[src/source/l2_cfg_pkg.sv]
package l2_cfg_pkg;

    // line geometry
    localparam int OFFSET_WIDTH = 2;
    localparam int LINE_WORDS   = 1 << OFFSET_WIDTH;
    localparam int LINE_BITS    = LINE_WORDS * 32;

    // axi len field of a full line burst
    localparam logic [7:0] BURST_LEN = 8'(LINE_WORDS - 1);

    // write path states decoded by the arbiter
    typedef enum logic [3:0] {
        IDLE   = 4'd0,
        DMA_AW = 4'd1,  // uncached address phase
        DMA_W  = 4'd2,  // uncached single beat
        DMA_R  = 4'd3,  // uncached response
        WRT_W  = 4'd4   // line buffer draining
    } wr_state_t;

endpackage

[src/source/l2_bus_pkg.sv]
package l2_bus_pkg;

    // write request as the cache presents it
    typedef struct packed {
        logic [31:0]                      addr;
        logic [l2_cfg_pkg::LINE_BITS-1:0] data;
    } line_req_t;

    // memory write port with address, data and response strobes
    typedef struct packed {
        logic [31:0] waddr;
        logic [31:0] wdata;
        logic [3:0]  wstrb;
        logic [7:0]  len;
        logic        wvalid;   // address valid
        logic        wwvalid;  // data valid
        logic        wlast;
        logic        bready;
    } mem_wr_t;

    // what memory sends back
    typedef struct packed {
        logic waddr_ok;
        logic wready;
        logic bvalid;
    } mem_wr_rsp_t;

endpackage

[src/source/l2_write_ctrl.sv]
`timescale 1ns/10ps

module l2_write_ctrl (
    input  logic                    clk,
    input  logic                    rst,
    input  logic                    req_w,
    input  logic                    dma_sign,
    input  logic                    busy,
    input  l2_bus_pkg::mem_wr_rsp_t mem_rsp,
    output l2_cfg_pkg::wr_state_t   crt
);

    l2_cfg_pkg::wr_state_t nxt;

    always_comb begin
        nxt = crt;
        case (crt)
            l2_cfg_pkg::IDLE: begin
                // a draining line goes first to keep write order
                if (busy) begin
                    nxt = l2_cfg_pkg::WRT_W;
                end else if (req_w && dma_sign) begin
                    nxt = l2_cfg_pkg::DMA_AW;
                end
            end
            l2_cfg_pkg::DMA_AW: begin
                if (mem_rsp.waddr_ok) begin
                    nxt = l2_cfg_pkg::DMA_W;
                end
            end
            l2_cfg_pkg::DMA_W: begin
                if (mem_rsp.wready) begin
                    nxt = l2_cfg_pkg::DMA_R;
                end
            end
            l2_cfg_pkg::DMA_R: begin
                if (mem_rsp.bvalid) begin
                    nxt = l2_cfg_pkg::IDLE;
                end
            end
            l2_cfg_pkg::WRT_W: begin
                if (!busy) begin
                    nxt = l2_cfg_pkg::IDLE;
                end
            end
            default: begin
                nxt = l2_cfg_pkg::IDLE;
            end
        endcase
    end

    always_ff @(posedge clk) begin
        if (rst) begin
            crt <= l2_cfg_pkg::IDLE;
        end else begin
            crt <= nxt;
        end
    end

    a_crt_legal: assert property (@(posedge clk) disable iff (rst)
        crt inside {l2_cfg_pkg::IDLE, l2_cfg_pkg::DMA_AW, l2_cfg_pkg::DMA_W,
                    l2_cfg_pkg::DMA_R, l2_cfg_pkg::WRT_W});

    // buffer cannot pick up a line while an uncached write owns the port
    a_dma_idle_buf: assert property (@(posedge clk) disable iff (rst)
        crt inside {l2_cfg_pkg::DMA_AW, l2_cfg_pkg::DMA_W, l2_cfg_pkg::DMA_R}
        |-> !busy);

endmodule

[src/source/write_buffer.sv]
`timescale 1ns/10ps

module write_buffer (
    input  logic                    clk,
    input  logic                    rst,
    input  logic                    buf_req,
    input  l2_bus_pkg::line_req_t   buf_line,
    input  l2_bus_pkg::mem_wr_rsp_t buf_rsp,
    output logic                    buf_ok,
    output l2_bus_pkg::mem_wr_t     buf_wr,
    output logic                    busy
);

    typedef enum logic [1:0] {
        S_EMPTY,
        S_AW,
        S_W,
        S_B
    } buf_state_t;

    buf_state_t                          state;
    logic [l2_cfg_pkg::OFFSET_WIDTH-1:0] cnt;     // current beat
    logic                                last_q;  // current beat is the final one
    logic [31:0]                         addr_q;
    logic [l2_cfg_pkg::LINE_BITS-1:0]    line_q;
    logic                                accept;

    assign buf_ok = (state == S_EMPTY);
    assign accept = buf_ok && buf_req;
    assign busy   = !buf_ok;

    always_ff @(posedge clk) begin
        if (rst) begin
            state  <= S_EMPTY;
            cnt    <= '0;
            last_q <= 1'b0;
        end else begin
            case (state)
                S_EMPTY: begin
                    if (accept) begin
                        state <= S_AW;
                    end
                end
                S_AW: begin
                    if (buf_rsp.waddr_ok) begin
                        state  <= S_W;
                        cnt    <= '0;
                        last_q <= (l2_cfg_pkg::LINE_WORDS == 1);
                    end
                end
                S_W: begin
                    if (buf_rsp.wready) begin
                        if (last_q) begin
                            state  <= S_B;
                            last_q <= 1'b0;
                        end else begin
                            cnt    <= cnt + 1'b1;
                            last_q <= (int'(cnt) == l2_cfg_pkg::LINE_WORDS - 2);
                        end
                    end
                end
                S_B: begin
                    if (buf_rsp.bvalid) begin
                        state <= S_EMPTY;
                    end
                end
                default: begin
                    state <= S_EMPTY;
                end
            endcase
        end
    end

    // line is captured in the cycle it is accepted
    always_ff @(posedge clk) begin
        if (accept) begin
            addr_q <= buf_line.addr;
            line_q <= buf_line.data;
        end
    end

    always_comb begin
        buf_wr         = '0;                          // strb and len come from the arbiter
        buf_wr.waddr   = addr_q;                      // whole burst uses the line address
        buf_wr.wdata   = line_q[cnt*32 +: 32];        // lowest word first
        buf_wr.wvalid  = (state == S_AW);
        buf_wr.wwvalid = (state == S_W);
        buf_wr.wlast   = last_q;
        buf_wr.bready  = (state == S_B);
    end

    // registered last flag has to line up with the final beat
    a_wlast_beat: assert property (@(posedge clk) disable iff (rst)
        buf_wr.wlast |-> (state == S_W) && (int'(cnt) == l2_cfg_pkg::LINE_WORDS - 1));

endmodule

[src/source/write_arbiter.sv]
`timescale 1ns/10ps

module write_arbiter (
    input  logic                    clk,
    input  logic                    rst,
    input  l2_cfg_pkg::wr_state_t   crt,
    input  logic                    req_w,
    input  logic                    dma_sign,
    input  l2_bus_pkg::line_req_t   line,
    input  logic [3:0]              wstrb,
    input  l2_bus_pkg::mem_wr_rsp_t mem_rsp,
    input  l2_bus_pkg::mem_wr_t     buf_wr,
    input  logic                    buf_ok,
    output logic                    addr_ok_w,
    output logic                    buf_req,
    output l2_bus_pkg::line_req_t   buf_line,
    output l2_bus_pkg::mem_wr_t     mem_wr,
    output l2_bus_pkg::mem_wr_rsp_t buf_rsp
);

    always_comb begin
        addr_ok_w = 1'b0;
        buf_req   = 1'b0;
        buf_line  = '0;
        mem_wr    = '0;
        buf_rsp   = '0;
        case (crt)
            l2_cfg_pkg::IDLE,
            l2_cfg_pkg::WRT_W: begin
                // port belongs to the line buffer
                buf_req   = req_w && !dma_sign;
                buf_line  = line;
                addr_ok_w = buf_req && buf_ok;

                mem_wr       = buf_wr;
                mem_wr.len   = l2_cfg_pkg::BURST_LEN;
                mem_wr.wstrb = 4'hF;  // full line with all bytes

                buf_rsp = mem_rsp;
            end
            l2_cfg_pkg::DMA_AW: begin
                mem_wr.waddr  = line.addr;
                mem_wr.wdata  = line.data[31:0];
                mem_wr.wstrb  = wstrb;
                mem_wr.len    = 8'd0;
                mem_wr.wvalid = 1'b1;
            end
            l2_cfg_pkg::DMA_W: begin
                mem_wr.waddr   = line.addr;
                mem_wr.wdata   = line.data[31:0];  // single word from the low end of the line
                mem_wr.wstrb   = wstrb;
                mem_wr.len     = 8'd0;
                mem_wr.wwvalid = 1'b1;
                mem_wr.wlast   = 1'b1;
            end
            l2_cfg_pkg::DMA_R: begin
                addr_ok_w     = mem_rsp.bvalid;  // cache released on response
                mem_wr.wstrb  = wstrb;
                mem_wr.len    = 8'd0;
                mem_wr.bready = 1'b1;
            end
            default: begin
            end
        endcase
    end

    // holds for both the buffer path and the uncached path
    a_wlast_with_data: assert property (@(posedge clk) disable iff (rst)
        mem_wr.wlast |-> mem_wr.wwvalid);

endmodule

[src/source/l2_write_top.sv]
`timescale 1ns/10ps

module l2_write_top (
    input  logic                    clk,
    input  logic                    rst,
    input  logic                    req_w,
    input  logic                    dma_sign,
    input  l2_bus_pkg::line_req_t   line,
    input  logic [3:0]              wstrb,
    input  l2_bus_pkg::mem_wr_rsp_t mem_rsp,
    output logic                    addr_ok_w,
    output l2_bus_pkg::mem_wr_t     mem_wr
);

    l2_cfg_pkg::wr_state_t   crt;
    logic                    busy;
    logic                    buf_req;
    logic                    buf_ok;
    l2_bus_pkg::line_req_t   buf_line;
    l2_bus_pkg::mem_wr_t     buf_wr;
    l2_bus_pkg::mem_wr_rsp_t buf_rsp;

    l2_write_ctrl u_ctrl (
        .clk      (clk),
        .rst      (rst),
        .req_w    (req_w),
        .dma_sign (dma_sign),
        .busy     (busy),
        .mem_rsp  (mem_rsp),
        .crt      (crt)
    );

    write_arbiter u_arb (
        .clk       (clk),
        .rst       (rst),
        .crt       (crt),
        .req_w     (req_w),
        .dma_sign  (dma_sign),
        .line      (line),
        .wstrb     (wstrb),
        .mem_rsp   (mem_rsp),
        .buf_wr    (buf_wr),
        .buf_ok    (buf_ok),
        .addr_ok_w (addr_ok_w),
        .buf_req   (buf_req),
        .buf_line  (buf_line),
        .mem_wr    (mem_wr),
        .buf_rsp   (buf_rsp)
    );

    write_buffer u_buf (
        .clk      (clk),
        .rst      (rst),
        .buf_req  (buf_req),
        .buf_line (buf_line),
        .buf_rsp  (buf_rsp),
        .buf_ok   (buf_ok),
        .buf_wr   (buf_wr),
        .busy     (busy)
    );

endmodule

[config.mk]
export PLATFORM = sky130hd
export DESIGN_NAME = l2_write_top
export DESIGN_NICKNAME = d
export VERILOG_FILES = /design/src/source/l2_cfg_pkg.sv /design/src/source/l2_bus_pkg.sv /design/src/source/l2_write_ctrl.sv /design/src/source/write_buffer.sv /design/src/source/write_arbiter.sv /design/src/source/l2_write_top.sv
export SDC_FILE = /design/constraint.sdc
export NUM_CORES = 1
export LEC_CHECK = 0
export BUFFER_PORTS_ARGS = -buffer_cell sky130_fd_sc_hd__buf_2
export CORE_UTILIZATION = 45
export DETAILED_ROUTE_END_ITERATION = 12
export PLACE_DENSITY = 0.8
export SLEW_MARGIN = 10
export SYNTH_ARGS = -nofsm -noshare
export SYNTH_HDL_FRONTEND = slang
export SYNTH_SLANG_ARGS = --single-unit
[constraint.sdc]
create_clock -name clk -period 16.5 [get_ports clk]
set_input_delay 3.3 -clock clk [delete_from_list [all_inputs] [get_ports clk]]
set_output_delay 3.3 -clock clk [all_outputs]
set_load 0.1 [all_outputs]
==> results.json <==
{
  "synth_area_leaders": "edfxtp_1 (60%), and2_1 (13%), mux4_2 (9.0%)",
  "layout-drive-gt1-share_pct": 40.0,
  "crit_arrival_ns": 4.52,
  "synth_edf_count": 160,
  "num_vias": 5277,
  "r2r_cells": 6,
  "cts_buffer_depth": 2,
  "overflow": 0,
  "end_kind": "output port",
  "yosys_most_used_dff": "edfxtp_1",
  "cts_resized": 0,
  "r2r_setup_slack_ns": 13.16,
  "cts_sinks": 168,
  "finalNetCount": 956,
  "period_needed_ns": 7.82,
  "setup_viol": 0,
  "cts_hold_buf": 0,
  "ys_ff_latch": 168,
  "synthCells": 556,
  "area.sequential_sq_um": 4970,
  "synth_top_area_share_pct": 60.2,
  "start_util_pct": 46.2,
  "vias_per_cell": 5.17,
  "clock_latency_ns": 0.41,
  "multi_input_area_sq_um": 2780,
  "die_h_microns": 135,
  "finalHoldViolations": 0,
  "tightest_slew_ns": 1.08,
  "antenna_found_initial": 4,
  "design.core.area_sq_um": 17300,
  "grt.total_usage_pct": 18.9,
  "grt_pass1_vias": 5181,
  "place_congestion": 0.840,
  "synthTopCellsByCount": "and2_1 (160), edfxtp_1 (160), a22o_1 (64)",
  "synth_top_cell_by_area": "edfxtp_1",
  "critical_path.max_fanout": 3,
  "syn-cell-area_sq_um": 7990,
  "skew_ns": 0.0116,
  "ant_nets": 0,
  "cts_root_buffer": "clkbuf_16",
  "n_fill_cell": 1408,
  "hold_depth": 2,
  "ys_warn_count": 0,
  "wire_per_inst_microns": 16.5,
  "max_cap_violations": 0,
  "fp.dieW_microns": 135,
  "cts_tree": "done",
  "start_kind": "input pin",
  "syn_area_per_cell_sq_um": 14.4,
  "drt_iter0_drc": 228,
  "dp_hpwl_microns": 11200,
  "fin_crit_sh_pct": 47.4,
  "area_growth_pct": 24.3,
  "totalWireLength_microns": 16800,
  "hold_class": "reg -> reg",
  "ios": 252,
  "ys_async_sr_fraction_pct": 0,
  "reg2reg_to": "u_buf.state[0]$_SDFFE_PP0P_",
  "io_buffers": 245,
  "holdPathEnd": "u_buf.last_q$_SDFFE_PP0P_",
  "yosysSeqAreaShare_pct": 62.2,
  "rsz0062_at_grt": "no",
  "grt_pass1_wl_microns": 26400,
  "tns_ns": 0,
  "criticalPathCategory": "in -> out",
  "hp-start": "u_buf.last_q$_SDFFE_PP0P_",
  "numCtsBuffers": 17,
  "grt_max_degree": 117,
  "rows": 48,
  "cts.htree.levels": 4,
  "crit_start": "dma_sign",
  "remaining_drc_errors": 0,
  "relSlewSlack_pct": 27.7,
  "status": "finished clean",
  "clock.fmax_ghz": 0.128,
  "r2r_start": "u_ctrl.crt[1]$_SDFFE_PP0P_",
  "cts_setup_buffers": 0,
  "clkTransAtPathRegs_ns": 0.06,
  "die_area_sq_um": 18300,
  "synth.distinct_cells": 40,
  "firstDrtPassIters": 7,
  "crit_required_ns": 13.20,
  "drv_slew": 0
}
-- layout make-up --
class / instances / share of cell area [%]
clock buffers: 19 / 4.36
inverters: 12 / 0.479
clock inverters: 13 / 1.48
flip-flops and latches: 168 / 50.1
diodes: 3 / 0.0756
multi-input cells: 330 / 28.0
repair buffers: 250 / 12.7
well taps: 225 / 2.84
-- metal layers --
layer  track usage, %  vias to the layer above  wire length [microns]
li1                 -                     2517                      -
met3             4.49                       20                   1040
met2             30.2                      193                   8300
met5                0                        -                      0
met4             7.93                        0                    330
met1             24.8                     2547                   7170
-- layout by cell type, fill, tap and decap left out, drive strengths merged, types with 2 or more instances in the layout --
cell type	n
inv	15
nand3	3
clkbuf	19
edfxtp	160
nor2	7
nand2b	4
nor2b	4
a22o	64
ha	6
bufinv	2
a31oi	2
diode	3
o21ai	7
clkinvlp	3
or3	3
clkinv	5
a2111o	3
buf	250
conb	6
a21oi	6
nor3	2
dfxtp	8
nand2	5
mux4	32
and2	160
-- per-stage QoR --
| step | util, % | worst slack [ns] | instance area (sq um) | hold slack [ns] | cells |
|---|---|---|---|---|---|
| after floorplan | - | 5.37 | 8000 | 0.469 | 561 |
| after detailed placement | 54.0 | 8.68 | 9340 | 0.511 | 985 |
| after CTS | 57.3 | 8.67 | 9920 | 0.524 | 1017 |
| final | 57.4 | 8.68 | 9920 | 0.524 | 1020 |
| after global placement | 54.0 | 8.69 | 9340 | 0.500 | 985 |
| after global routing | 57.4 | 8.64 | 9920 | 0.546 | 1020 |
-- worst max-delay path, stage by stage --
cell and delay (ns):
buf_2 0.11, or4b_4 0.51, o22ai_1 0.16, buf_2 0.44
-- registers in the layout, indices dropped and copies added, names as in the netlist --
signal / flops
u_buf.addr_q: 32
u_buf.state: 2
u_buf.line_q: 128
u_buf.cnt: 2
u_ctrl.crt: 3
u_buf.last_q: 1
-- worst max-delay path by stage --
| stage | to | slack (ns) | depth (start not counted) |
|---|---|---|---|
| 2_1_floorplan | u_buf.addr_q[0]$_SDFFCE_PN0P_ | 5.37 | 2 |
| 3_3_place_gp | addr_ok_w | 8.69 | 4 |
| 3_5_place_dp | addr_ok_w | 8.68 | 4 |
| 4_1_cts | addr_ok_w | 8.67 | 4 |
| 5_1_grt | addr_ok_w | 8.64 | 4 |
| 6_report | addr_ok_w | 8.68 | 4 |
-- logic make-up (layout without fill, tap and decap cells) --
logic type      Yosys count  after routing  share of synthesized area, %
simple gates            194            194                          14.9
flops                   168            168                          62.2
compound gates           91             91                          9.32
buf+inv                  63            294                          3.46
mux                      32             32                          9.03
fa+ha+maj                 6              6                         0.940
other cells               1              9                        0.0470
xor+xnor                  1              1                         0.110
Power is not shown: default switching activity piles up to over one toggle a cycle in this logic, so the estimate is an artifact.
